File: config.mk
export PLATFORM = sky130hd
export DESIGN_NAME = soc_bus_demux
export DESIGN_NICKNAME = d
export VERILOG_FILES = /design/src/polara_pkg.sv /design/src/soc_bus_demux.sv
export VERILOG_INCLUDE_DIRS = /design/src
export SDC_FILE = /design/constraint.sdc
export NUM_CORES = 1
export LEC_CHECK = 0
export BUFFER_PORTS_ARGS = -buffer_cell sky130_fd_sc_hd__buf_2
export CAP_MARGIN = 20
export CORE_AREA = 5 5 159 161
export CTS_CLUSTER_SIZE = 28
export DETAILED_ROUTE_END_ITERATION = 7
export DIE_AREA = 0 0 164 166
export GPL_TIMING_DRIVEN = 0
export PLACE_DENSITY_LB_ADDON = 0.15
export SETUP_SLACK_MARGIN = 0.1
export SYNTH_ARGS = -nofsm -noshare
export SYNTH_HDL_FRONTEND = slang
export SYNTH_SLANG_ARGS = --single-unit
export TNS_END_PERCENT = 1
File: constraint.sdc
create_clock -name clk_i -period 5.2 [get_ports clk_i]
set_clock_uncertainty 0.05 [all_clocks]
set_input_delay 0.78 -clock clk_i [delete_from_list [all_inputs] [get_ports clk_i]]
set_output_delay 0.78 -clock clk_i [all_outputs]
set_load 0.005 [all_outputs]
File: src/polara_cfg.svh
/*
 * Sizes and memory map. L2 bytes must equal banks * bank words * 8,
 * and both regions must not overlap.
 */
`ifndef POLARA_CFG_SVH
`define POLARA_CFG_SVH

// Bus widths
`define POLARA_DATA_W 64
`define POLARA_ADDR_W 32

// L2 geometry
`define POLARA_L2_BANKS      8
`define POLARA_L2_BANK_WORDS 1024

// Memory map
`define POLARA_L2_BASE    32'h8000_0000
`define POLARA_L2_BYTES   32'h0001_0000
`define POLARA_CTRL_BASE  32'hD000_0000
`define POLARA_CTRL_BYTES 32'h0000_1000

// Control register byte offsets
`define POLARA_CTRL_EXIT_OFS 32'h0000_0000
`define POLARA_CTRL_BASE_OFS 32'h0000_0008
`define POLARA_CTRL_END_OFS  32'h0000_0010

`endif
File: src/polara_pkg.sv
/*
 * Bus types shared by all blocks. Single outstanding command,
 * no IDs, no bursts.
 */
`include "polara_cfg.svh"

package polara_pkg;

    typedef struct packed {
        logic                        we;
        logic [`POLARA_ADDR_W-1:0]   addr;
        logic [`POLARA_DATA_W-1:0]   wdata;
        logic [`POLARA_DATA_W/8-1:0] be;
    } bus_cmd_t;

    typedef struct packed {
        logic [`POLARA_DATA_W-1:0] rdata;
        logic                      err;
    } bus_rsp_t;

    // Decode targets
    typedef enum logic [1:0] {
        SLV_L2,
        SLV_CTRL,
        SLV_NONE
    } slv_sel_e;

    typedef enum logic [1:0] {
        IDLE,
        WAIT_RSP,
        ACK
    } port_state_e;

    typedef enum logic [1:0] {
        REG_EXIT,
        REG_BASE,
        REG_END,
        REG_ILLEGAL
    } ctrl_reg_e;

endpackage : polara_pkg

File: src/soc_bus_demux.sv
/*
 * Four-phase port to internal pulse bus. Master must hold the command while
 * req is high. Unmapped addresses are answered here, one cycle late.
 */
`timescale 1ns/100ps
`include "polara_cfg.svh"

module soc_bus_demux import polara_pkg::*; (
    input  logic     clk_i,
    input  logic     rst_n_i,
    input  logic     bus_req_i,
    input  bus_cmd_t bus_cmd_i,
    output logic     bus_ack_o,
    output bus_rsp_t bus_rsp_o,
    output bus_cmd_t tgt_cmd_o,
    output logic     l2_req_o,
    input  logic     l2_rvalid_i,
    input  bus_rsp_t l2_rsp_i,
    output logic     ctrl_req_o,
    input  logic     ctrl_rvalid_i,
    input  bus_rsp_t ctrl_rsp_i
);

    port_state_e state_q;
    slv_sel_e    sel_d, sel_q;
    bus_cmd_t    cmd_q;
    bus_rsp_t    rsp_q, rsp_sel;
    logic        rsp_vld;
    logic        l2_req_q, ctrl_req_q, none_vld_q, ack_q;

    function automatic logic in_region(logic [`POLARA_ADDR_W-1:0] addr,
                                       logic [`POLARA_ADDR_W-1:0] base,
                                       logic [`POLARA_ADDR_W-1:0] len);
        return (addr - base) < len;
    endfunction

    ////////////////////
    // Address decode
    ////////////////////

    always_comb begin
        if (in_region(bus_cmd_i.addr, `POLARA_L2_BASE, `POLARA_L2_BYTES)) begin
            sel_d = SLV_L2;
        end else if (in_region(bus_cmd_i.addr, `POLARA_CTRL_BASE, `POLARA_CTRL_BYTES)) begin
            sel_d = SLV_CTRL;
        end else begin
            sel_d = SLV_NONE;
        end
    end

    // Response of the selected target, error if unmapped
    always_comb begin
        rsp_vld = none_vld_q;
        rsp_sel = '{rdata: '0, err: 1'b1};
        case (sel_q)
            SLV_L2: begin
                rsp_vld = l2_rvalid_i;
                rsp_sel = l2_rsp_i;
            end
            SLV_CTRL: begin
                rsp_vld = ctrl_rvalid_i;
                rsp_sel = ctrl_rsp_i;
            end
            default: ;
        endcase
    end

    ////////////////////
    // Port FSM
    ////////////////////

    always_ff @(posedge clk_i) begin
        if (!rst_n_i) begin
            state_q    <= IDLE;
            sel_q      <= SLV_NONE;
            l2_req_q   <= 1'b0;
            ctrl_req_q <= 1'b0;
            none_vld_q <= 1'b0;
            ack_q      <= 1'b0;
        end else begin
            l2_req_q   <= 1'b0;
            ctrl_req_q <= 1'b0;
            none_vld_q <= 1'b0;
            case (state_q)
                IDLE: begin
                    if (bus_req_i) begin
                        sel_q      <= sel_d;
                        l2_req_q   <= (sel_d == SLV_L2);
                        ctrl_req_q <= (sel_d == SLV_CTRL);
                        none_vld_q <= (sel_d == SLV_NONE);
                        state_q    <= WAIT_RSP;
                    end
                end
                WAIT_RSP: begin
                    if (rsp_vld) begin
                        state_q <= ACK;
                        ack_q   <= 1'b1;
                    end
                end
                ACK: begin
                    // Hold until the master releases req
                    if (!bus_req_i) begin
                        state_q <= IDLE;
                        ack_q   <= 1'b0;
                    end
                end
                default: state_q <= IDLE;
            endcase
        end
    end

    always_ff @(posedge clk_i) begin
        if (state_q == IDLE && bus_req_i) begin
            cmd_q <= bus_cmd_i;
        end
        if (state_q == WAIT_RSP && rsp_vld) begin
            rsp_q <= rsp_sel;
        end
    end

    assign tgt_cmd_o  = cmd_q;
    assign l2_req_o   = l2_req_q;
    assign ctrl_req_o = ctrl_req_q;
    assign bus_ack_o  = ack_q;
    assign bus_rsp_o  = rsp_q;

    a_rvalid_in_wait : assert property (@(posedge clk_i) disable iff (!rst_n_i)
        (l2_rvalid_i || ctrl_rvalid_i) |-> state_q == WAIT_RSP);

    a_no_ack_in_idle : assert property (@(posedge clk_i) disable iff (!rst_n_i)
        state_q == IDLE |-> !bus_ack_o);

endmodule : soc_bus_demux

==> results.sh, run 1 <==
export IMPL_wirelength_um=20160
export IMPL_synth_edf_count=170
export IMPL_max_freq_ghz=0.4680
export IMPL_synth_common_cells="170 x edfxtp_1, 69 x nor2_1, 65 x mux2i_1"
export IMPL_place_congestion=0.7443
export IMPL_port_buffers=412
export IMPL_yosys_mux_area_fraction_pct=10.02
export IMPL_ys_flop_type="edfxtp_1"
export IMPL_leakage_uw=0.003960
export IMPL_holdBufCountCts=0
export IMPL_cp_start_kind="flip-flop"
export IMPL_slew_violations=0
export IMPL_fillers=2333
export IMPL_grtUsageMet2_pct=25.92
export IMPL_ant_nets=0
export IMPL_grt_pass1_vias=4970
export IMPL_die_area_um2=27220
export IMPL_crit_type="reg -> reg"
export IMPL_synth_top_family_by_area="multiplexers"
export IMPL_yosys_area_share_adder_pct=0
export IMPL_antenna_cells=0
export IMPL_route_detailed_drc=0
export IMPL_ys_ff_latch=178
export IMPL_fp_dieW_um=164
export IMPL_p_per_area_nw_per_um2=325.7
export IMPL_preCtsSetupSlack_ns=2.580
export IMPL_pin_count=413
export IMPL_clk_pin_slew_worst_paths_ns=0.07
export IMPL_tns_ns=0
export IMPL_vias=4664
export IMPL_netlist_area_um2=6496
export IMPL_synth_top_cell_area_share_pct=78.58
export IMPL_die_h_um=166
export IMPL_grt_overflow=0
export IMPL_crit_buf_inv=3
export IMPL_synth_top_cell_by_area="edfxtp_1"
export IMPL_grt_util_met3_pct=5.808
export IMPL_cap_violations=0
export IMPL_fin_util_pct=40.60
export IMPL_setup_viol=0
export IMPL_wire_per_inst_um=17.82
export IMPL_hold_ws_ns=0.4461
export IMPL_period_needed_ns=2.137
export IMPL_nets=1035
export IMPL_ir_worst_vdd_mv=0.1643
export IMPL_required_ns=5.25
export IMPL_drive_gt1_share_pct=57.74
export IMPL_critPathCaptureType="flip-flop"
export IMPL_track_usage_pct=14.22
export IMPL_synthSimpleGateAreaFrac_pct=5.894
export IMPL_synth_most_common_cell="edfxtp_1"
export IMPL_crit_path_max_incr_delay_ns=0.52
export IMPL_critical_path_top_delay_family="buffers and inverters"
export IMPL_synth_xor_area_share_pct=0
export IMPL_cts_sinks=178
export IMPL_syn_inst=357
export IMPL_grt_max_degree=38
export IMPL_ys_warn_count=0
export IMPL_hold_viol=0
export IMPL_area_growth_pct=48.86
export IMPL_cts_tree="done"
export IMPL_htreeDepth=4
export IMPL_cts_buffers=17
export IMPL_cts_resized=0
export IMPL_setup_ws_ns=3.063
export IMPL_worstPathMaxFanout=37
export IMPL_rows=57
export IMPL_synthTopCellsByArea="edfxtp_1 79%, mux2i_1 10%, nor2_1 4.0%"
export IMPL_grt_busiest_layer="met2"
export IMPL_grt_setup_unrepaired="no"
export IMPL_grt_pass1_wl_um=29300
export IMPL_core_region_area_um2=23820
export IMPL_cts_post_setup_buffers_inserted=0
export IMPL_yosysUniqueCellTypes=29
export IMPL_vias_per_cell=4.124
export IMPL_slew_headroom_pct=55.23
export IMPL_worstMarginPinSlew_ns=0.6705
export IMPL_syn_num_nets=597
export IMPL_status="finished, final reports clean"
export IMPL_async_flop_share_pct=0
export IMPL_cpMaxStageDelayCell="inv_2"
export IMPL_cts_buffer_depth=2
export IMPL_drtIter0Drc=193
export IMPL_seq_area_frac_synth_pct=81.05
export IMPL_hpwl_um=16300
export IMPL_start_util_pct=27.27
export IMPL_finalPower_uw=3150
export IMPL_clock_latency_ns=0.42
export IMPL_grt_util_met1_pct=14.94
export IMPL_critical_path_arrival_ns=2.19
export IMPL_antenna_found_initial=3
export IMPL_path_cells="buf_6 -> mux2i_1 -> o21ai_2 -> nand3_1 -> inv_2 -> buf_12"
export IMPL_synth_compound_area_share_pct=1.117
export IMPL_hold_path_class="reg -> reg"
export IMPL_drtPass1Iterations=4
export IMPL_min_period_over_period_pct=41.09
export IMPL_cts_root_buf="clkbuf_16"
export IMPL_syn_avg_cell_area_um2=18.20
==> tightest hold or removal path, stage by stage, from the launching register on <==
cell and delay (ns):
dfxtp_1 0.31, o31ai_1 0.06, a21boi_0 0.08
==> logic make-up after synthesis <==
group,count (synthesis)
buf+inv,17
mux,65
compound gates,9
flops,178
simple gates,88
==> layer usage <==
| layer | vias to the layer above | routed length [µm] |
|---|---|---|
| li1 | 2224 | - |
| met3 | 16 | 2238 |
| met1 | 2181 | 7087 |
| met4 | 6 | 236 |
| met5 | - | 46 |
| met2 | 237 | 10550 |
==> cells in the final DEF, fill, tap and decap left out, drive strengths merged, types with 2 or more instances in the layout <==
master / instances
nor2: 69
nand3: 2
clkinvlp: 5
clkbuf: 20
nand2: 4
dfxtp: 8
inv: 8
clkinv: 3
a21boi: 4
nor3b: 3
nor4: 3
edfxtp: 170
buf: 431
mux2i: 65
==> final timing paths <==
path                          startpoint                       to  slack, ns  cells after the start
setup / recovery   sel_q[0]$_SDFFE_PN0P_  bus_rsp_o[17]$_DFFE_PP_       3.06                      6
setup reg to reg   sel_q[0]$_SDFFE_PN0P_  bus_rsp_o[17]$_DFFE_PP_       3.06                      6
hold reg to reg   bus_ack_o$_SDFFE_PN0P_   bus_ack_o$_SDFFE_PN0P_       0.45                      2
hold / removal    bus_ack_o$_SDFFE_PN0P_   bus_ack_o$_SDFFE_PN0P_       0.45                      2
==> power by group <==
| part | internal [µW] | switching [µW] | total, µW |
|---|---|---|---|
| clock | 637 | 604 | 1240 |
| combinational | 132 | 118 | 250 |
| sequential | 1640 | 15.5 | 1660 |
| total | 2410 | 738 | 3150 |
==> area by class of cell <==
cell class                 instances  area, µm²  area share [%]
sequential                       178       5265           54.44
timing repair buffer             419       2197           22.72
multi-input combinational        162       1106           11.44
clock buffer                      17      425.4           4.399
tap                              324      405.4           4.192
clock inverter                    14      146.4           1.514
buffer                            15      117.6           1.216
inverter                           2      7.507         0.07763
==> sequential cells by signal, summed over array words and instances (netlist names) <==
signal and cells:
bus_ack_o 1, bus_rsp_o 65, ctrl_req_o 1, l2_req_o 1, none_vld_q 1, sel_q 2, state_q 2, tgt_cmd_o 105
==> stage by stage <==
step	area, µm²	cells
2_1_floorplan	6496	357
3_3_place_gp	8964	1093
3_5_place_dp	9099	1100
4_1_cts	9671	1131
5_1_grt	9671	1131
6_report	9671	1131
No activity file was read; power rests on OpenSTA's default activity.
==> run 2: changes to the inputs <==
Clock period 5.2 ns to 2.2 ns, I/O delays scaled along.
==> results.sh, run 2 (synthesis gave the netlist of run 1 again) <==
export IMPL_status="finished, final reports clean"
export IMPL_drtPass1Iterations=4
export IMPL_ant_nets=0
export IMPL_drive_gt1_share_pct=56.90
export IMPL_fin_area_um2=9786
export IMPL_route_detailed_drc=0
export IMPL_setup_ws_ns=0.2828
export IMPL_hpwl_um=16490
export IMPL_slew_violations=0
export IMPL_worstMarginPinSlew_ns=0.6092
export IMPL_core_region_area_um2=23820
export IMPL_setup_viol=0
export IMPL_hold_path_class="in -> reg"
export IMPL_max_freq_ghz=0.5216
export IMPL_preCtsSetupSlack_ns=0.05117
export IMPL_final_common_cell="buf_2"
export IMPL_cap_violations=0
export IMPL_place_congestion=0.7526
export IMPL_die_area_um2=27220
export IMPL_fp_dieW_um=164
export IMPL_wirelength_um=20470
export IMPL_vias=4712
export IMPL_crit_type="reg -> reg"
export IMPL_hold_depth=1
export IMPL_cts_root_buf="clkbuf_16"
export IMPL_cts_buffers=17
export IMPL_grt_overflow=0
export IMPL_finalPower_uw=7479
export IMPL_path_cells="buf_6 -> mux2i_1 -> o21ai_2 -> nand3_1 -> inv_4 -> buf_12"
export IMPL_clk_pin_slew_worst_paths_ns=0.07
export IMPL_cpMaxStageDelayCell="inv_4"
export IMPL_clock_latency_ns=0.42
export IMPL_leakage_uw=0.004011
export IMPL_antenna_found_initial=3
export IMPL_ir_worst_vdd_mv=0.3842
export IMPL_rows=57
export IMPL_crit_buf_inv=3
export IMPL_slew_headroom_pct=59.39
export IMPL_period_needed_ns=1.917
export IMPL_critical_path_arrival_ns=1.99
export IMPL_grt_pass1_wl_um=29180
export IMPL_port_buffers=412
export IMPL_htreeDepth=4
export IMPL_critical_path_top_delay_family="buffers and inverters"
export IMPL_cts_sinks=178
export IMPL_r2r_cells=6
export IMPL_p_per_area_nw_per_um2=764.3
export IMPL_post_place_cells=1100
export IMPL_cp_start_kind="flip-flop"
export IMPL_grt_max_degree=35
export IMPL_fin_cells=1144
export IMPL_vias_per_cell=4.119
export IMPL_crit_path_max_incr_delay_ns=0.37
export IMPL_die_h_um=166
export IMPL_fillers=2336
export IMPL_worstPathMaxFanout=34
export IMPL_wire_per_inst_um=17.89
export IMPL_largest_register_ffs=105
export IMPL_grt_setup_unrepaired="no"
export IMPL_required_ns=2.27
export IMPL_fin_util_pct=41.08
export IMPL_critPathCaptureType="flip-flop"
export IMPL_track_usage_pct=14.33
export IMPL_cts_tree="done"
export IMPL_start_util_pct=27.27
export IMPL_drtIter0Drc=203
export IMPL_area_growth_pct=50.64
export IMPL_cts_buffer_depth=2
export IMPL_grt_pass1_vias=4936
export IMPL_final_cell_mix="416 x buf_2, 170 x edfxtp_1, 69 x nor2_1"
export IMPL_cts_post_setup_buffers_inserted=0
export IMPL_min_period_over_period_pct=87.15
export IMPL_nets=1047
export IMPL_crit_cells=6
export IMPL_dpl_cell_area_um2=9095
export IMPL_pin_count=413
export IMPL_hold_viol=0
[run 2: worst paths after layout]
| kind | startpoint | end | slack, ns |
|---|---|---|---|
| setup / recovery | sel_q[0]$_SDFFE_PN0P_ | bus_rsp_o[32]$_DFFE_PP_ | 0.28 |
| setup reg to reg | sel_q[0]$_SDFFE_PN0P_ | bus_rsp_o[32]$_DFFE_PP_ | 0.28 |
| hold reg to reg | bus_ack_o$_SDFFE_PN0P_ | bus_ack_o$_SDFFE_PN0P_ | 0.44 |
| hold / removal | bus_cmd_i[20] | tgt_cmd_o[20]$_DFFE_PP_ | 0.02 |
[run 2: repair_timing]
item	CTS	global route
gates resized for setup	1	0
hold buffers	0	12
setup endpoints to repair	34	0
endpoints found under the hold margin	0	12
[run 2: stage by stage]
stage                     TNS (ns)  hold slack [ns]
after floorplan            -180.70           0.3789
after global placement     -336.72           0.4282
after detailed placement         0           0.4354
after CTS                        0        0.0001786
after global routing             0        0.0003851
final                            0          0.02413
[run 2: layout make-up]
class                      instances  area (µm²)  area share, %
antenna                            1       2.502        0.02557
buffer                            15       117.6          1.202
clock buffer                      17       425.4          4.347
clock inverter                    14       140.1          1.432
inverter                           2       10.01         0.1023
multi-input combinational        162        1106          11.30
sequential                       178        5265          53.80
tap                              324       405.4          4.143
timing repair buffer             431        2313          23.64
[run 2: report_power, final]
part,switching (µW),internal [µW],leakage [µW]
Sequential,37.6,3880,0.00168
Clock,1440,1500,0.000266
Combinational,285,324,0.00207
Total,1770,5710,0.00401
[run 2: per-layer routing]
| layer | global-route usage, % | routed length, µm |
|---|---|---|
| met1 | 14.98 | 7314 |
| met2 | 26.14 | 10750 |
| met3 | 5.808 | 2059 |
| met4 | 4.303 | 332 |
| met5 | 0 | 13 |
==> run 3: changes to the inputs <==
Settings changed: PLACE_DENSITY set to 0.65, PLACE_DENSITY_LB_ADDON 0.15 to unset, REMOVE_ABC_BUFFERS set to 1.
==> results.sh, run 3 (synthesis gave the netlist of run 1 again) <==
export IMPL_cts_buffer_depth=2
export IMPL_worstPathMaxFanout=22
export IMPL_rows=57
export IMPL_drive_gt1_share_pct=56.79
export IMPL_port_buffers=412
export IMPL_preCtsSetupSlack_ns=-0.4240
export IMPL_pwr_share_comb_pct=8.4
export IMPL_grt_pass1_wl_um=30070
export IMPL_htreeDepth=4
export IMPL_period_needed_ns=1.996
export IMPL_hold_path_class="in -> reg"
export IMPL_hpwl_um=16070
export IMPL_hold_ws_ns=0.02700
export IMPL_drtPass1Iterations=5
export IMPL_setup_viol=0
export IMPL_cap_violations=0
export IMPL_vias=4757
export IMPL_min_period_over_period_pct=90.74
export IMPL_ir_worst_vdd_mv=0.4586
export IMPL_drtIter0Drc=234
export IMPL_track_usage_pct=14.83
export IMPL_largest_register_ffs=105
export IMPL_final_cell_mix="412 x buf_2, 170 x edfxtp_1, 69 x nor2_1"
export IMPL_multi_input_comb_area_um2=1111
export IMPL_pin_count=413
export IMPL_status="finished, final reports clean"
export IMPL_die_h_um=166
export IMPL_slew_headroom_pct=76.50
export IMPL_setup_ws_ns=0.2036
export IMPL_fin_cells=1144
export IMPL_slew_violations=0
export IMPL_power_frac_seq_pct=51.5
export IMPL_clk_pin_slew_worst_paths_ns=0.08
export IMPL_finalPower_uw=7621
export IMPL_cts_buffers=17
export IMPL_wire_per_inst_um=18.54
export IMPL_post_place_cells=1086
export IMPL_seq_area_um2=5273
export IMPL_area_growth_pct=52.68
export IMPL_critPathCaptureType="flip-flop"
export IMPL_cp_start_kind="flip-flop"
export IMPL_p_per_area_nw_per_um2=768.4
export IMPL_grt_setup_unrepaired="yes"
export IMPL_fillers=2265
export IMPL_place_congestion=0.8045
export IMPL_ant_nets=0
export IMPL_die_area_um2=27220
export IMPL_fp_dieW_um=164
export IMPL_leakage_uw=0.004065
export IMPL_wirelength_um=21210
export IMPL_max_freq_ghz=0.5009
export IMPL_required_ns=2.27
export IMPL_crit_buf_inv=5
export IMPL_core_region_area_um2=23820
export IMPL_final_common_cell="buf_2"
export IMPL_antenna_found_initial=5
export IMPL_nets=1044
export IMPL_swShare_pct=23.28
export IMPL_cts_sinks=178
export IMPL_vias_per_cell=4.158
export IMPL_cts_tree="done"
export IMPL_start_util_pct=27.27
export IMPL_p_clk_share_pct=40.2
export IMPL_crit_type="reg -> reg"
export IMPL_clock_latency_ns=0.41
export IMPL_power_switching_uw=1774
export IMPL_worstMarginPinSlew_ns=0.3492
export IMPL_critical_path_arrival_ns=2.07
export IMPL_path_common_cell="buf_8"
export IMPL_path_cells="nor3b_4 -> buf_16 -> buf_8 -> buf_16 -> buf_8 -> buf_8"
export IMPL_hold_viol=0
export IMPL_critical_path_top_delay_family="buffers and inverters"
export IMPL_cpMaxStageDelayCell="dfxtp_1"
export IMPL_crit_path_max_incr_delay_ns=0.36
export IMPL_fin_area_um2=9918
export IMPL_dpl_cell_area_um2=9016
export IMPL_grt_pass1_vias=4951
export IMPL_grt_overflow=0
export IMPL_internal_power_uw=5847
export IMPL_route_detailed_drc=0
export IMPL_cts_root_buf="clkbuf_16"
export IMPL_grt_max_degree=42
==> run 3: cell count changes in the layout (fill, tap and decap cells not counted), sizes merged <==
cell and delta:
buf -7, dlygate4sd3 +5, bufinv +3, clkbuf -2, clkinvlp -2, diode +2, bufbuf +1, clkinv +1
inv -1
==> run 3: cell type report <==
type                       count  area share (%)
antenna                        3         0.07569
clock buffer                  18           4.327
inverter                       2          0.3406
multi-input combinational    162           11.20
timing repair inverter         1          0.3028
sequential                   178           53.16
clock inverter                14           1.653
tap                          324           4.087
timing repair buffer         442           24.85
==> run 3: path summary, 6_finish.rpt <==
| kind | startpoint | cells after the start | slack (ns) | to |
|---|---|---|---|---|
| worst max-delay path | state_q[1]$_SDFFE_PN0P_ | 6 | 0.20 | tgt_cmd_o[62]$_DFFE_PP_ |
| worst min-delay path | bus_cmd_i[39] | 1 | 0.03 | tgt_cmd_o[39]$_DFFE_PP_ |
| worst max register to register | state_q[1]$_SDFFE_PN0P_ | 6 | 0.20 | tgt_cmd_o[62]$_DFFE_PP_ |
| worst min register to register | bus_ack_o$_SDFFE_PN0P_ | 2 | 0.45 | bus_ack_o$_SDFFE_PN0P_ |
==> run 3: per-layer routing <==
layer  wire [µm]  GRT usage (%)  share of wire, %  vias up
met3        2419          6.726                11       19
met5          33              0              0.16        -
li1            -              -                 -     2242
met1        7835          16.73                37     2211
met4         307          3.574               1.4        6
met2       10610          25.58                50      279
==> run 3: stage by stage <==
step | util, % | TNS [ns]
2_1_floorplan | - | -384.88
3_3_place_gp | 37.14 | -642.78
3_5_place_dp | 37.85 | -28.31
4_1_cts | 40.77 | 0
5_1_grt | 41.63 | 0
6_report | 41.64 | 0
==> run 3: repair_timing <==
item / in CTS / in global routing
gates cloned: 2 / 0
pin swaps: 1 / 1
resized for setup: 9 / 0
setup endpoints to repair: 85 / 85
hold buffers: 0 / 17
setup buffers: 1 / 3
hold endpoints to repair: 0 / 17
==> run 3: power groups by stage <==
stage	registers [µW]	logic, µW	clock network, µW
3_3_place_gp	4020	567	0
4_1_cts	3920	631	3170
3_5_place_dp	4000	615	0
2_1_floorplan	4040	111	0
5_1_grt	3940	697	3320
6_report	3920	639	3060
