--- config.mk ---
export PLATFORM = sky130hd
export DESIGN_NAME = ctrl_registers
export DESIGN_NICKNAME = d
export VERILOG_FILES = /design/src/polara_pkg.sv /design/src/ctrl_registers.sv
export VERILOG_INCLUDE_DIRS = /design/src
export SDC_FILE = /design/constraint.sdc
export NUM_CORES = 1
export LEC_CHECK = 0
export BUFFER_PORTS_ARGS = -buffer_cell sky130_fd_sc_hd__buf_2
export CORE_ASPECT_RATIO = 0.8
export CORE_MARGIN = 2
export CORE_UTILIZATION = 35
export DETAILED_ROUTE_END_ITERATION = 6
export MAX_ROUTING_LAYER = met4
export PLACE_DENSITY = 0.69
export SLEW_MARGIN = 20
export SYNTH_ARGS = -nofsm -noshare
export SYNTH_HDL_FRONTEND = slang
export SYNTH_SLANG_ARGS = --single-unit
--- constraint.sdc ---
create_clock -name clk_i -period 5.82 [get_ports clk_i]
set_input_delay 0.291 -clock clk_i [delete_from_list [all_inputs] [get_ports clk_i]]
set_output_delay 0.291 -clock clk_i [all_outputs]
set_load 0.01 [all_outputs]
--- src/polara_cfg.svh ---
/*
 * Sizes and memory map. L2 bytes must equal banks * bank words * 8,
 * and both regions must not overlap.
 */
`ifndef POLARA_CFG_SVH
`define POLARA_CFG_SVH

// Bus widths
`define POLARA_DATA_W 64
`define POLARA_ADDR_W 32

// L2 geometry
`define POLARA_L2_BANKS      8
`define POLARA_L2_BANK_WORDS 1024

// Memory map
`define POLARA_L2_BASE    32'h8000_0000
`define POLARA_L2_BYTES   32'h0001_0000
`define POLARA_CTRL_BASE  32'hD000_0000
`define POLARA_CTRL_BYTES 32'h0000_1000

// Control register byte offsets
`define POLARA_CTRL_EXIT_OFS 32'h0000_0000
`define POLARA_CTRL_BASE_OFS 32'h0000_0008
`define POLARA_CTRL_END_OFS  32'h0000_0010

`endif
--- src/polara_pkg.sv ---
/*
 * Bus types shared by all blocks. Single outstanding command,
 * no IDs, no bursts.
 */
`include "polara_cfg.svh"

package polara_pkg;

    typedef struct packed {
        logic                        we;
        logic [`POLARA_ADDR_W-1:0]   addr;
        logic [`POLARA_DATA_W-1:0]   wdata;
        logic [`POLARA_DATA_W/8-1:0] be;
    } bus_cmd_t;

    typedef struct packed {
        logic [`POLARA_DATA_W-1:0] rdata;
        logic                      err;
    } bus_rsp_t;

    // Decode targets
    typedef enum logic [1:0] {
        SLV_L2,
        SLV_CTRL,
        SLV_NONE
    } slv_sel_e;

    typedef enum logic [1:0] {
        IDLE,
        WAIT_RSP,
        ACK
    } port_state_e;

    typedef enum logic [1:0] {
        REG_EXIT,
        REG_BASE,
        REG_END,
        REG_ILLEGAL
    } ctrl_reg_e;

endpackage : polara_pkg

--- src/ctrl_registers.sv ---
/*
 * Exit register and L2 address info. Only aligned 64-bit offsets decode.
 * Everything else in the region answers with an error.
 */
`timescale 1ns/100ps
`include "polara_cfg.svh"

module ctrl_registers import polara_pkg::*; (
    input  logic                      clk_i,
    input  logic                      rst_n_i,
    input  logic                      req_i,
    input  bus_cmd_t                  cmd_i,
    output logic                      rvalid_o,
    output bus_rsp_t                  rsp_o,
    output logic [`POLARA_DATA_W-1:0] exit_o
);

    localparam logic [`POLARA_DATA_W-1:0] L2_BASE_ADDR = `POLARA_DATA_W'(`POLARA_L2_BASE);
    localparam logic [`POLARA_DATA_W-1:0] L2_END_ADDR  =
        `POLARA_DATA_W'(`POLARA_L2_BASE) + `POLARA_DATA_W'(`POLARA_L2_BYTES);

    logic [`POLARA_ADDR_W-1:0] ofs;
    ctrl_reg_e                 reg_sel;
    logic [`POLARA_DATA_W-1:0] exit_q;
    logic                      rvalid_q;
    bus_rsp_t                  rsp_d, rsp_q;

    // Region already checked upstream
    assign ofs = cmd_i.addr - `POLARA_CTRL_BASE;

    always_comb begin
        case (ofs)
            `POLARA_CTRL_EXIT_OFS: reg_sel = REG_EXIT;
            `POLARA_CTRL_BASE_OFS: reg_sel = REG_BASE;
            `POLARA_CTRL_END_OFS:  reg_sel = REG_END;
            default:               reg_sel = REG_ILLEGAL;
        endcase
    end

    // Read-only registers reject writes
    always_comb begin
        rsp_d = '{rdata: '0, err: 1'b1};
        case (reg_sel)
            REG_EXIT: rsp_d = '{rdata: exit_q, err: 1'b0};
            REG_BASE: rsp_d = '{rdata: L2_BASE_ADDR, err: cmd_i.we};
            REG_END:  rsp_d = '{rdata: L2_END_ADDR, err: cmd_i.we};
            default: ;
        endcase
    end

    always_ff @(posedge clk_i) begin
        if (!rst_n_i) begin
            rvalid_q <= 1'b0;
            exit_q   <= '0;
        end else begin
            rvalid_q <= req_i;
            if (req_i && cmd_i.we && reg_sel == REG_EXIT) begin
                for (int i = 0; i < `POLARA_DATA_W / 8; i++) begin
                    if (cmd_i.be[i]) begin
                        exit_q[8*i +: 8] <= cmd_i.wdata[8*i +: 8];
                    end
                end
            end
        end
    end

    always_ff @(posedge clk_i) begin
        if (req_i) begin
            rsp_q <= rsp_d;
        end
    end

    assign rvalid_o = rvalid_q;
    assign rsp_o    = rsp_q;
    assign exit_o   = exit_q;

    a_req_in_region : assert property (@(posedge clk_i) disable iff (!rst_n_i)
        req_i |-> ofs < `POLARA_CTRL_BYTES);

endmodule : ctrl_registers

==> metrics.txt, run 1 <==
# TYPE chip_impl_metric gauge
chip_impl_info{name="status",value="complete, no violations"} 1
chip_impl_metric{name="postCtsHoldBufs",unit=""} 0
chip_impl_metric{name="p_total",unit="uW"} 2239
chip_impl_metric{name="die_width",unit="um"} 141.3
chip_impl_metric{name="post_synthesis_cell_count",unit=""} 457
chip_impl_metric{name="drv_cap",unit=""} 0
chip_impl_metric{name="synth.distinct_cells",unit=""} 30
chip_impl_metric{name="worst-endpoint-arrival",unit="ns"} 3.68
chip_impl_metric{name="synth-seq-area-share",unit=""} 0.6164
chip_impl_metric{name="maxSlewViolCount",unit=""} 0
chip_impl_metric{name="grtUsageTotal",unit=""} 0.1739
chip_impl_metric{name="share_clk_of_total_power",unit=""} 0.507
chip_impl_info{name="regToRegEndpoint",value="rsp_o[17]"} 1
chip_impl_info{name="worst_path_most_repeated_cell",value="sky130_fd_sc_hd__nor2_1"} 1
chip_impl_metric{name="synth.avg_cell_area",unit="um^2"} 11.55
chip_impl_metric{name="power.combinational.fraction",unit=""} 0.052
chip_impl_info{name="root_buffer",value="sky130_fd_sc_hd__clkbuf_16"} 1
chip_impl_metric{name="timing.final.setup_violations",unit=""} 0
chip_impl_metric{name="reg2reg_setup_slack",unit="ns"} 4.72
chip_impl_metric{name="die_y",unit="um"} 113.8
chip_impl_metric{name="post_route_cells_drive_above_1_share",unit=""} 0.4045
chip_impl_metric{name="max-slew-margin-rel",unit=""} 0.2861
chip_impl_metric{name="number_of_port_buffers",unit=""} 237
chip_impl_metric{name="place.gp.congestion",unit=""} 0.8279
chip_impl_info{name="crit_path_start_kind",value="input pin"} 1
chip_impl_metric{name="p_switching",unit="uW"} 467.8
chip_impl_metric{name="via_per_inst",unit=""} 4.602
chip_impl_metric{name="clk_transition_reported_paths",unit="ns"} 0.06
chip_impl_metric{name="number_of_hold_violations_in_the_final_report",unit=""} 0
chip_impl_metric{name="first_global_vias",unit=""} 3967
chip_impl_info{name="type_of_the_worst_setup_path",value="in -> reg"} 1
chip_impl_metric{name="floorplan.io_pins",unit=""} 238
chip_impl_metric{name="nets",unit=""} 805
chip_impl_metric{name="critPathMaxFanout",unit=""} 8
chip_impl_metric{name="grt_first_pass_wirelength",unit="um"} 20760
chip_impl_info{name="rsz0062_at_grt",value="false"} 1
chip_impl_metric{name="initial_utilization",unit=""} 0.3551
chip_impl_metric{name="post_cts.resized_instances",unit=""} 0
chip_impl_metric{name="final.setup_skew",unit="ns"} 0.004684
chip_impl_metric{name="crit_required",unit="ns"} 6.10
chip_impl_info{name="rr_startpoint",value="exit_o[16]"} 1
chip_impl_metric{name="drt_iter0_drc",unit=""} 183
chip_impl_metric{name="finalSetupTns",unit="ns"} 0
chip_impl_metric{name="die-area",unit="mm^2"} 0.01608
chip_impl_metric{name="length_in_cells_of_the_worst_reg_to_reg_path",unit=""} 3
chip_impl_metric{name="cell_area_after_synthesis",unit="mm^2"} 0.005278
chip_impl_metric{name="min_period_over_period",unit=""} 0.5841
chip_impl_metric{name="power_density",unit="mW/mm^2"} 307.3
chip_impl_metric{name="syn-num-nets",unit=""} 568
chip_impl_metric{name="total_leakage_power",unit="uW"} 0.003621
chip_impl_metric{name="fmaxAchievable",unit="GHz"} 0.2942
chip_impl_info{name="min-delay-start",value="cmd_i[37]"} 1
chip_impl_metric{name="hold-worst-slack",unit="ns"} 0.1162
chip_impl_info{name="holdPathEnd",value="exit_o[29]"} 1
chip_impl_info{name="critPathSlowestCell",value="sky130_fd_sc_hd__o41a_1"} 1
chip_impl_metric{name="post-route-drc-count",unit=""} 0
chip_impl_metric{name="dp.final_hpwl",unit="um"} 9246
chip_impl_info{name="endpoint_kind",value="flip-flop"} 1
chip_impl_metric{name="htreeDepth",unit=""} 4
chip_impl_metric{name="instance_count_along_the_most_critical_hold_path",unit=""} 3
chip_impl_info{name="min_path_type",value="in -> reg"} 1
chip_impl_metric{name="cts_num_sinks",unit=""} 130
chip_impl_metric{name="globalRoute.totalOverflow",unit=""} 0
chip_impl_metric{name="dp_worst_setup_slack",unit="ns"} 1.955
chip_impl_metric{name="final.setup.worst_slack",unit="ns"} 2.421
chip_impl_metric{name="floorplan.rows",unit=""} 40
chip_impl_metric{name="ys_ff_latch",unit=""} 130
chip_impl_metric{name="areaGrowthSynthToFinish",unit="%"} 38.07
chip_impl_metric{name="seq_power_share",unit=""} 0.442
chip_impl_metric{name="count_of_inserted_antenna_diode_cells",unit=""} 0
chip_impl_metric{name="ant_nets",unit=""} 0
chip_impl_metric{name="worst_slew_pin_slew",unit="ns"} 1.071
chip_impl_metric{name="ir_worst_vdd",unit="mV"} 0.1844
chip_impl_metric{name="grt_max_degree",unit=""} 69
chip_impl_metric{name="totalWireLength",unit="um"} 13520
chip_impl_metric{name="cts_buffers",unit=""} 17
chip_impl_metric{name="post_cts_setup_driven_buffer_insertion_count",unit=""} 0
chip_impl_metric{name="clock_tree.buffer_depth",unit=""} 2
chip_impl_metric{name="critical_path.max_stage_delay",unit="ns"} 0.88
chip_impl_info{name="tritoncts_clock_tree",value="yes"} 1
chip_impl_metric{name="placeableCoreArea",unit="mm^2"} 0.01486
chip_impl_metric{name="min_period",unit="ns"} 3.399
chip_impl_metric{name="intPower",unit="uW"} 1771
chip_impl_metric{name="drt_pre_antenna_iters",unit=""} 4
chip_impl_metric{name="detail_route.wl_per_cell",unit="um"} 15.09
chip_impl_metric{name="power.switching_fraction",unit=""} 0.2089
chip_impl_metric{name="grt_antenna_before_repair",unit=""} 1
chip_impl_metric{name="yosysWarnings",unit=""} 0
chip_impl_metric{name="detailroute.via_count",unit=""} 4123
chip_impl_metric{name="worst_skew_pair.late_latency",unit="ns"} 0.41
chip_impl_info{name="cp_cell_sequence",value="buf_2, or4_4, or2_4, or3_1, nor2_1, nand2_1, ha_1, nor2_1, o41a_1, o21ai_4, mux2i_1"} 1
worst max-delay path by stage:
stage | start | slack, ns | cells after the start | end
final | cmd_i[77] | 2.42 | 11 | exit_o[3]
after global routing | cmd_i[73] | 2.20 | 11 | exit_o[3]
after CTS | cmd_i[77] | 2.39 | 11 | exit_o[3]
after detailed placement | cmd_i[77] | 1.96 | 11 | exit_o[59]
after global placement | cmd_i[77] | 2.02 | 11 | exit_o[58]
after floorplan | cmd_i[77] | 2.81 | 12 | exit_o[0]
power by group through the flow:
stage          Clock [uW]  Combinational, uW  Sequential (uW)
4_1_cts              1160                117              989
2_1_floorplan           0               25.1             1020
5_1_grt              1210                127              990
3_3_place_gp            0                117             1010
6_report             1130                116              989
3_5_place_dp            0                116             1010
synth_stat cells (all sizes together):
cell type / number / area, um^2
o21ai: 10 / 140.1
nand3: 1 / 5.000
o311ai: 1 / 8.760
or4: 1 / 11.26
nand2b: 1 / 6.260
mux2i: 64 / 640.6
ha: 3 / 37.54
edfxtp: 65 / 1952
and4b: 1 / 10.01
nor4: 6 / 52.55
or4b: 1 / 10.01
nor3: 1 / 5.000
o41a: 1 / 11.26
dfxtp: 65 / 1301
nand2: 133 / 499.2
o211ai: 1 / 7.510
and2: 66 / 412.9
clkbuf: 21 / 78.83
and3: 1 / 6.260
or2: 2 / 15.02
buf: 1 / 5.000
nor2: 4 / 15.01
or3: 3 / 20.02
nand4: 1 / 6.260
inv: 2 / 7.510
o22ai: 1 / 12.51
sequential cells by signal (all words and copies together) (netlist names):
name / cells
rsp_o: 65
exit_o: 64
rvalid_o: 1
per-stage QoR:
stage / util / std cells / cell area (um^2)
floorplan: - / 457 / 5278
global placement: 0.4475 / 864 / 6651
detailed placement: 0.4475 / 864 / 6651
CTS: 0.4902 / 896 / 7287
global route: 0.4902 / 896 / 7287
finish: 0.4902 / 896 / 7287
area by class of cell:
class | count | area (um^2)
clock buffer | 19 | 452.9
clock inverter | 13 | 182.7
fill | 1373 | 7577
inverter | 2 | 7.507
multi-input combinational | 303 | 1941
sequential | 130 | 3253
tap | 189 | 236.5
timing repair buffer | 240 | 1214
cell families after synthesis:
kind of cell / share of synthesized area
AO/OA/AOI/OAI: 0.03414
flip-flops: 0.6164
AND/OR/NAND/NOR: 0.2037
buffers and inverters: 0.01731
multiplexers: 0.1214
adder cells (fa/ha/maj): 0.007113
cell usage in the layout (no fill, tap or decap), types with 3 or more instances in the layout:
cell and instances:
sky130_fd_sc_hd__ha_1 3, sky130_fd_sc_hd__o21ai_4 8, sky130_fd_sc_hd__clkbuf_16 17, sky130_fd_sc_hd__edfxtp_1 65
sky130_fd_sc_hd__nor4_1 5, sky130_fd_sc_hd__mux2i_1 64, sky130_fd_sc_hd__dfxtp_1 65, sky130_fd_sc_hd__and2_1 66
sky130_fd_sc_hd__buf_2 235, sky130_fd_sc_hd__clkinv_2 4, sky130_fd_sc_hd__nor2_1 4, sky130_fd_sc_hd__buf_4 5
sky130_fd_sc_hd__nand2_1 133, sky130_fd_sc_hd__bufinv_16 4, sky130_fd_sc_hd__clkinv_4 3
critical path, delay by kind of cell:
kind | cells | cell delay [ns]
adders and majority gates | 1 | 0.28
and+or+nand+nor | 6 | 1.67
AOI/OAI and AO/OA | 2 | 1.15
buffers and inverters | 1 | 0.10
muxes | 1 | 0.19
layer usage:
layer / part of all wire / routed length [um] / GRT usage / vias to the layer above
met3: 0.070 / 951 / 0.06423 / 15
met4: 0.011 / 146 / 0.05200 / 0
met1: 0.47 / 6390 / 0.2262 / 1914
met5: 0 / 0 / - / -
met2: 0.45 / 6036 / 0.2540 / 161
li1: - / - / - / 2033
Power figures use the tool's default switching activity.
==> inputs of run 2 (changes only) <==
- clock period: 5.82 -> 3.15 ns (I/O delays scaled with it)
==> metrics.txt, run 2 (synthesized netlist as in run 1, its figures left out) <==
# TYPE chip_impl_metric gauge
chip_impl_metric{name="post_layout_nonfiller_instances",unit=""} 959
chip_impl_metric{name="critPathMaxFanout",unit=""} 8
chip_impl_metric{name="maxSlewViolCount",unit=""} 0
chip_impl_info{name="layout.cells.most_common",value="sky130_fd_sc_hd__buf_2"} 1
chip_impl_info{name="endpoint_kind",value="flip-flop"} 1
chip_impl_metric{name="p_switching",unit="uW"} 856.4
chip_impl_metric{name="detail_route.wl_per_cell",unit="um"} 14.64
chip_impl_metric{name="total_leakage_power",unit="uW"} 0.003864
chip_impl_metric{name="drt_iter0_drc",unit=""} 182
chip_impl_metric{name="share_clk_of_total_power",unit=""} 0.484
chip_impl_metric{name="min_period",unit="ns"} 2.502
chip_impl_metric{name="worst-endpoint-arrival",unit="ns"} 2.78
chip_impl_metric{name="ir_worst_vdd",unit="mV"} 0.3572
chip_impl_metric{name="fmaxAchievable",unit="GHz"} 0.3996
chip_impl_metric{name="largest_register_ffs",unit=""} 65
chip_impl_info{name="type_of_the_worst_setup_path",value="in -> reg"} 1
chip_impl_metric{name="number_of_port_buffers",unit=""} 237
chip_impl_info{name="root_buffer",value="sky130_fd_sc_hd__clkbuf_16"} 1
chip_impl_metric{name="finalSetupTns",unit="ns"} 0
chip_impl_info{name="regToRegEndpoint",value="rsp_o[17]"} 1
chip_impl_metric{name="placeableCoreArea",unit="mm^2"} 0.01486
chip_impl_metric{name="power.switching_fraction",unit=""} 0.2105
chip_impl_metric{name="clk_transition_reported_paths",unit="ns"} 0.06
chip_impl_info{name="min_path_type",value="in -> reg"} 1
chip_impl_metric{name="instance_count_along_the_most_critical_hold_path",unit=""} 3
chip_impl_metric{name="htreeDepth",unit=""} 4
chip_impl_metric{name="clock_tree.buffer_depth",unit=""} 2
chip_impl_metric{name="reg2reg_setup_slack",unit="ns"} 2.07
chip_impl_metric{name="globalRoute.totalOverflow",unit=""} 0
chip_impl_metric{name="die-area",unit="mm^2"} 0.01608
chip_impl_metric{name="length_in_cells_of_the_worst_reg_to_reg_path",unit=""} 3
chip_impl_metric{name="worst_skew_pair.late_latency",unit="ns"} 0.41
chip_impl_info{name="timing.critical_path.from",value="cmd_i[77]"} 1
chip_impl_metric{name="drv_cap",unit=""} 0
chip_impl_info{name="tritoncts_clock_tree",value="yes"} 1
chip_impl_metric{name="power_density",unit="mW/mm^2"} 516.0
chip_impl_info{name="min-delay-start",value="cmd_i[22]"} 1
chip_impl_metric{name="detailroute.via_count",unit=""} 4318
chip_impl_metric{name="grt_max_degree",unit=""} 70
chip_impl_metric{name="post_route_cells_drive_above_1_share",unit=""} 0.3719
chip_impl_metric{name="initial_utilization",unit=""} 0.3551
chip_impl_metric{name="floorplan.io_pins",unit=""} 238
chip_impl_metric{name="power.combinational.fraction",unit=""} 0.068
chip_impl_metric{name="seq_power_share",unit=""} 0.449
chip_impl_metric{name="die_width",unit="um"} 141.3
chip_impl_metric{name="ant_nets",unit=""} 0
chip_impl_info{name="status",value="complete, no violations"} 1
chip_impl_metric{name="post_cts.resized_instances",unit=""} 0
chip_impl_metric{name="worst_slew_pin_slew",unit="ns"} 0.6973
chip_impl_metric{name="place.gp.congestion",unit=""} 0.8477
chip_impl_metric{name="grt_first_pass_wirelength",unit="um"} 21340
chip_impl_metric{name="first_global_vias",unit=""} 4140
chip_impl_metric{name="areaGrowthSynthToFinish",unit="%"} 49.43
chip_impl_metric{name="cts_num_sinks",unit=""} 130
chip_impl_metric{name="grtUsageTotal",unit=""} 0.1770
chip_impl_metric{name="dp.final_hpwl",unit="um"} 9332
chip_impl_info{name="crit_path_start_kind",value="input pin"} 1
chip_impl_metric{name="final.setup_skew",unit="ns"} 0.007809
chip_impl_metric{name="die_y",unit="um"} 113.8
chip_impl_metric{name="placed_cells_incl_taps",unit=""} 869
chip_impl_metric{name="nets",unit=""} 867
chip_impl_info{name="holdPathEnd",value="exit_o[14]"} 1
chip_impl_metric{name="min_period_over_period",unit=""} 0.7944
chip_impl_metric{name="timing.final.setup_violations",unit=""} 0
chip_impl_metric{name="intPower",unit="uW"} 3213
chip_impl_metric{name="totalWireLength",unit="um"} 14040
chip_impl_metric{name="via_per_inst",unit=""} 4.503
chip_impl_metric{name="number_of_hold_violations_in_the_final_report",unit=""} 0
chip_impl_info{name="layout.cells.most_common_list",value="235 x sky130_fd_sc_hd__buf_2, 133 x sky130_fd_sc_hd__nand2_1, 66 x sky130_fd_sc_hd__and2_1"} 1
chip_impl_metric{name="grt_antenna_before_repair",unit=""} 1
chip_impl_metric{name="post-route-drc-count",unit=""} 0
chip_impl_metric{name="drt_pre_antenna_iters",unit=""} 4
chip_impl_info{name="rsz0062_at_grt",value="false"} 1
chip_impl_metric{name="floorplan.rows",unit=""} 40
chip_impl_metric{name="max-slew-margin-rel",unit=""} 0.5351
chip_impl_metric{name="cts_buffers",unit=""} 17
chip_impl_metric{name="crit_required",unit="ns"} 3.43
chip_impl_info{name="rr_startpoint",value="exit_o[16]"} 1
[run 2: worst max-delay path by stage]
stage                 end  slack [ns]
6_report        exit_o[4]        0.65
5_1_grt        exit_o[58]        0.43
4_1_cts         exit_o[4]        0.64
3_5_place_dp   exit_o[62]        0.21
3_3_place_gp   exit_o[56]        0.28
2_1_floorplan   exit_o[0]        0.27
[run 2: stage by stage]
| step | hold WS, ns | setup slack, ns | util | area, um^2 | total power (uW) |
|---|---|---|---|---|---|
| 2_1_floorplan | 0.2700 | 0.2703 | - | 5278 | 1935 |
| 3_3_place_gp | 0.4024 | 0.2756 | 0.4525 | 6726 | 2081 |
| 3_5_place_dp | 0.4043 | 0.2140 | 0.4525 | 6726 | 2081 |
| 4_1_cts | 0.0007363 | 0.6353 | 0.5297 | 7874 | 4109 |
| 5_1_grt | 0.004643 | 0.4285 | 0.5306 | 7886 | 4209 |
| 6_report | 0.01904 | 0.6476 | 0.5306 | 7886 | 4069 |
[run 2: worst max-delay path, cell delays in order]
cell	delay, ns
sky130_fd_sc_hd__buf_2	0.10
sky130_fd_sc_hd__or4_4	0.52
sky130_fd_sc_hd__or2_4	0.28
sky130_fd_sc_hd__or3_1	0.35
sky130_fd_sc_hd__nor2_1	0.18
sky130_fd_sc_hd__nand2_1	0.10
sky130_fd_sc_hd__ha_1	0.28
sky130_fd_sc_hd__nor2_1	0.13
sky130_fd_sc_hd__o41a_1	0.17
sky130_fd_sc_hd__buf_4	0.21
sky130_fd_sc_hd__o21ai_4	0.14
sky130_fd_sc_hd__mux2i_1	0.15
[run 2: what timing repair did]
item | CTS | global route
hold buffers | 56 | 1
hold endpoints to repair | 56 | 1
buffers inserted | 0 | 0
[run 2: power by group through the flow]
| stage | clock, uW | combinational (uW) | sequential, uW |
|---|---|---|---|
| after CTS | 2010 | 275 | 1830 |
| after floorplan | 0 | 46.4 | 1890 |
| after global placement | 0 | 221 | 1860 |
| final | 1970 | 276 | 1830 |
| after global routing | 2080 | 298 | 1830 |
| after detailed placement | 0 | 220 | 1860 |
[run 2: area by class of cell]
cell class                 count  area, um^2
fill                        1276        6978
inverter                       2       7.507
clock inverter                11       136.4
timing repair buffer         302        1859
clock buffer                  21       450.4
sequential                   130        3253
tap                          189       236.5
multi-input combinational    303        1941
antenna                        1       2.502
[run 2: layer usage]
layer | track usage | vias to the layer above | wire length, um
met4 | 0.06467 | 0 | 272
met1 | 0.2198 | 1978 | 6373
met5 | - | - | 0
li1 | - | 2147 | -
met3 | 0.05248 | 25 | 971
met2 | 0.2757 | 168 | 6418
==> inputs of run 3 (changes only) <==
- ABC_AREA: unset -> 1
- PLACE_DENSITY: 0.69 -> 0.71
- clock period: 3.15 -> 2.2 ns (I/O delays scaled with it)
==> metrics.txt, run 3 <==
# TYPE chip_impl_metric gauge
chip_impl_info{name="status",value="complete, no violations"} 1
chip_impl_metric{name="first_global_vias",unit=""} 4857
chip_impl_metric{name="cell_area_after_synthesis",unit="mm^2"} 0.005625
chip_impl_metric{name="critPathMaxFanout",unit=""} 26
chip_impl_info{name="endpoint_kind",value="flip-flop"} 1
chip_impl_metric{name="finalSetupTns",unit="ns"} 0
chip_impl_metric{name="synth.avg_cell_area",unit="um^2"} 8.013
chip_impl_metric{name="ys_ff_latch",unit=""} 130
chip_impl_info{name="min-delay-start",value="cmd_i[55]"} 1
chip_impl_metric{name="cts_num_sinks",unit=""} 130
chip_impl_info{name="crit_path_start_kind",value="input pin"} 1
chip_impl_metric{name="fmaxAchievable",unit="GHz"} 0.5987
chip_impl_info{name="holdPathEnd",value="exit_o[47]"} 1
chip_impl_metric{name="detailroute.via_count",unit=""} 4973
chip_impl_metric{name="ant_nets",unit=""} 0
chip_impl_metric{name="min_period",unit="ns"} 1.670
chip_impl_metric{name="share_of_synthesized_registers_carrying_an_async_set_or_reset",unit=""} 0
chip_impl_metric{name="via_per_inst",unit=""} 4.232
chip_impl_info{name="rsz0062_at_grt",value="false"} 1
chip_impl_metric{name="drv_cap",unit=""} 0
chip_impl_metric{name="critical_path.n_buffers_inverters",unit=""} 3
chip_impl_metric{name="initial_utilization",unit=""} 0.3572
chip_impl_metric{name="place.gp.congestion",unit=""} 0.7768
chip_impl_metric{name="number_of_port_buffers",unit=""} 237
chip_impl_metric{name="die_width",unit="um"} 145.7
chip_impl_metric{name="floorplan.rows",unit=""} 41
chip_impl_info{name="layout.cells.most_common_list",value="236 x sky130_fd_sc_hd__buf_2, 202 x sky130_fd_sc_hd__nor2_1, 162 x sky130_fd_sc_hd__inv_1"} 1
chip_impl_metric{name="instance_count_along_the_most_critical_hold_path",unit=""} 5
chip_impl_metric{name="final.setup_skew",unit="ns"} 0.005410
chip_impl_metric{name="critical_path.max_stage_delay",unit="ns"} 0.32
chip_impl_metric{name="placeableCoreArea",unit="mm^2"} 0.01575
chip_impl_metric{name="power_density",unit="mW/mm^2"} 756.2
chip_impl_metric{name="dp.final_hpwl",unit="um"} 10390
chip_impl_metric{name="cts_buffers",unit=""} 17
chip_impl_metric{name="worst_slew_pin_slew",unit="ns"} 0.9314
chip_impl_info{name="root_buffer",value="sky130_fd_sc_hd__clkbuf_16"} 1
chip_impl_metric{name="globalRoute.totalOverflow",unit=""} 0
chip_impl_metric{name="synth_top_area_frac",unit=""} 0.3470
chip_impl_metric{name="number_of_hold_violations_in_the_final_report",unit=""} 0
chip_impl_metric{name="groute.layer.met3.usage",unit=""} 0.05681
chip_impl_metric{name="final.setup.worst_slack",unit="ns"} 0.5296
chip_impl_metric{name="totalWireLength",unit="um"} 14980
chip_impl_metric{name="length_in_cells_of_the_worst_reg_to_reg_path",unit=""} 2
chip_impl_metric{name="min_period_over_period",unit=""} 0.7593
chip_impl_metric{name="clock_tree.buffer_depth",unit=""} 2
chip_impl_metric{name="syn-num-nets",unit=""} 813
chip_impl_metric{name="max-slew-margin-rel",unit=""} 0.3791
chip_impl_info{name="worst_path_most_repeated_cell",value="sky130_fd_sc_hd__nand2_1"} 1
chip_impl_metric{name="grt_first_pass_wirelength",unit="um"} 24490
chip_impl_info{name="regToRegEndpoint",value="rsp_o[32]"} 1
chip_impl_info{name="critical_path.top_delay_family",value="simple AND/OR/NAND/NOR gates"} 1
chip_impl_info{name="synth.most_common_cell",value="sky130_fd_sc_hd__nor2_1"} 1
chip_impl_metric{name="maxSlewViolCount",unit=""} 0
chip_impl_metric{name="clk_transition_reported_paths",unit="ns"} 0.06
chip_impl_metric{name="post_route_cells_drive_above_1_share",unit=""} 0.3083
chip_impl_info{name="rr_startpoint",value="exit_o[31]"} 1
chip_impl_metric{name="htreeDepth",unit=""} 4
chip_impl_metric{name="worst_skew_pair.late_latency",unit="ns"} 0.40
chip_impl_info{name="tritoncts_clock_tree",value="yes"} 1
chip_impl_metric{name="synth_edf_count",unit=""} 65
chip_impl_metric{name="synth.distinct_cells",unit=""} 21
chip_impl_info{name="synth_area_leaders",value="sky130_fd_sc_hd__edfxtp_1 35%, sky130_fd_sc_hd__dfxtp_1 23%, sky130_fd_sc_hd__nor2_1 13%"} 1
chip_impl_metric{name="drt_iter0_drc",unit=""} 253
chip_impl_metric{name="synth-seq-area-share",unit=""} 0.5783
chip_impl_info{name="yosys_most_used_dff",value="sky130_fd_sc_hd__edfxtp_1"} 1
chip_impl_metric{name="detail_route.wl_per_cell",unit="um"} 12.75
chip_impl_metric{name="post-route-drc-count",unit=""} 0
chip_impl_info{name="min_path_type",value="in -> reg"} 1
chip_impl_metric{name="grt_util_met1",unit=""} 0.2316
chip_impl_metric{name="post_cts_setup_driven_buffer_insertion_count",unit=""} 0
chip_impl_metric{name="worst-endpoint-arrival",unit="ns"} 1.97
chip_impl_metric{name="fillCellCount",unit=""} 1550
chip_impl_metric{name="count_of_inserted_antenna_diode_cells",unit=""} 0
chip_impl_metric{name="post_cts.resized_instances",unit=""} 0
chip_impl_metric{name="timing.final.setup_violations",unit=""} 0
chip_impl_metric{name="drt_pre_antenna_iters",unit=""} 4
chip_impl_metric{name="dp_worst_setup_slack",unit="ns"} 0.1448
chip_impl_metric{name="reg2reg_setup_slack",unit="ns"} 1.35
chip_impl_metric{name="crit_required",unit="ns"} 2.50
chip_impl_metric{name="largest_register_ffs",unit=""} 65
chip_impl_info{name="ys_top_cells_by_count",value="202 x sky130_fd_sc_hd__nor2_1, 162 x sky130_fd_sc_hd__inv_1, 92 x sky130_fd_sc_hd__nand2_1"} 1
chip_impl_metric{name="die_y",unit="um"} 117.4
chip_impl_metric{name="nets",unit=""} 1058
chip_impl_info{name="cp_cell_sequence",value="buf_2, inv_1, nand2_1, nor2_1, nand2_1, nor2_1, nand2_1, ha_1, nand2_2, nand3_4, nor2_4, buf_4, nand3_1, nand2_1, nor2_1"} 1
chip_impl_metric{name="post_synthesis_cell_count",unit=""} 702
chip_impl_metric{name="grt.met2_usage",unit=""} 0.2954
chip_impl_info{name="busiest_grt_layer",value="met2"} 1
chip_impl_metric{name="grt_antenna_before_repair",unit=""} 0
chip_impl_metric{name="yosysWarnings",unit=""} 0
chip_impl_metric{name="grt_max_degree",unit=""} 67
chip_impl_info{name="type_of_the_worst_setup_path",value="in -> reg"} 1
chip_impl_metric{name="floorplan.io_pins",unit=""} 238
chip_impl_metric{name="areaGrowthSynthToFinish",unit="%"} 37.57
chip_impl_info{name="layout.cells.most_common",value="sky130_fd_sc_hd__buf_2"} 1
chip_impl_metric{name="total_leakage_power",unit="uW"} 0.003821
chip_impl_info{name="critPathSlowestCell",value="sky130_fd_sc_hd__buf_4"} 1
chip_impl_metric{name="die-area",unit="mm^2"} 0.01711
chip_impl_metric{name="ir_worst_vdd",unit="mV"} 0.6074
chip_impl_metric{name="grtUsageTotal",unit=""} 0.1858
chip_impl_info{name="synth_area_leader_cell",value="sky130_fd_sc_hd__edfxtp_1"} 1
chip_impl_metric{name="hold-worst-slack",unit="ns"} 0.01795
run 3: through the flow:
step                      std cells  utilization  power, uW  area, um^2
after global routing           1175       0.4914       6066        7739
after floorplan                 702            -       2756        5625
final                          1175       0.4914       5852        7739
after global placement         1142       0.4513       2933        7107
after CTS                      1175       0.4914       5914        7739
after detailed placement       1142       0.4513       2937        7107
run 3: cell type report:
| type | count | area [um^2] | share of cell area |
|---|---|---|---|
| Timing Repair Buffer | 254 | 1344 | 0.1736 |
| Multi-Input combinational cell | 378 | 1628 | 0.2103 |
| Sequential cell | 130 | 3253 | 0.4204 |
| Tap cell | 215 | 269.0 | 0.03476 |
| Clock buffer | 23 | 467.9 | 0.06047 |
| Clock inverter | 9 | 153.9 | 0.01989 |
| Inverter | 166 | 623.1 | 0.08052 |
run 3: worst register-to-register path, stage by stage (launching register included):
cell	delay, ns
sky130_fd_sc_hd__dfxtp_1	0.36
sky130_fd_sc_hd__nand4_1	0.11
sky130_fd_sc_hd__a21boi_0	0.21
run 3: worst max-delay path by stage:
stage              start         end  slack (ns)  depth (start not counted)
2_1_floorplan  cmd_i[96]  exit_o[10]        0.41                         14
3_3_place_gp   cmd_i[96]  exit_o[43]        0.20                         15
3_5_place_dp   cmd_i[92]  exit_o[18]        0.14                         15
4_1_cts        cmd_i[92]  exit_o[18]        0.57                         15
5_1_grt        cmd_i[88]  exit_o[39]        0.29                         15
6_report       cmd_i[92]  exit_o[40]        0.53                         15
run 3: where the power goes:
part | internal (uW) | leakage [uW] | switching [uW]
registers | 2570 | 0.00122 | 8.35
clock network | 1960 | 0.000297 | 1010
logic | 125 | 0.00231 | 182
run 3: per-layer routing:
layer | share of wire | routed length [um] | vias up
met5 | 0 | 0 | -
met4 | 0.015 | 228 | 0
met3 | 0.059 | 887 | 21
met2 | 0.46 | 6825 | 164
met1 | 0.47 | 7041 | 2212
li1 | - | - | 2576
run 3: logic make-up after synthesis:
family	count (synthesis)	synth area share
AO/OA/AOI/OAI	3	0.004003
adder cells (fa/ha/maj)	3	0.006673
buffers and inverters	194	0.1323
flip-flops	130	0.5783
AND/OR/NAND/NOR	372	0.2787
run 3: timing repair:
| item | in CTS | in global routing |
|---|---|---|
| hold buffers | 1 | 0 |
| endpoints found under the setup margin | 0 | 0 |
| endpoints found under the hold margin | 1 | 0 |
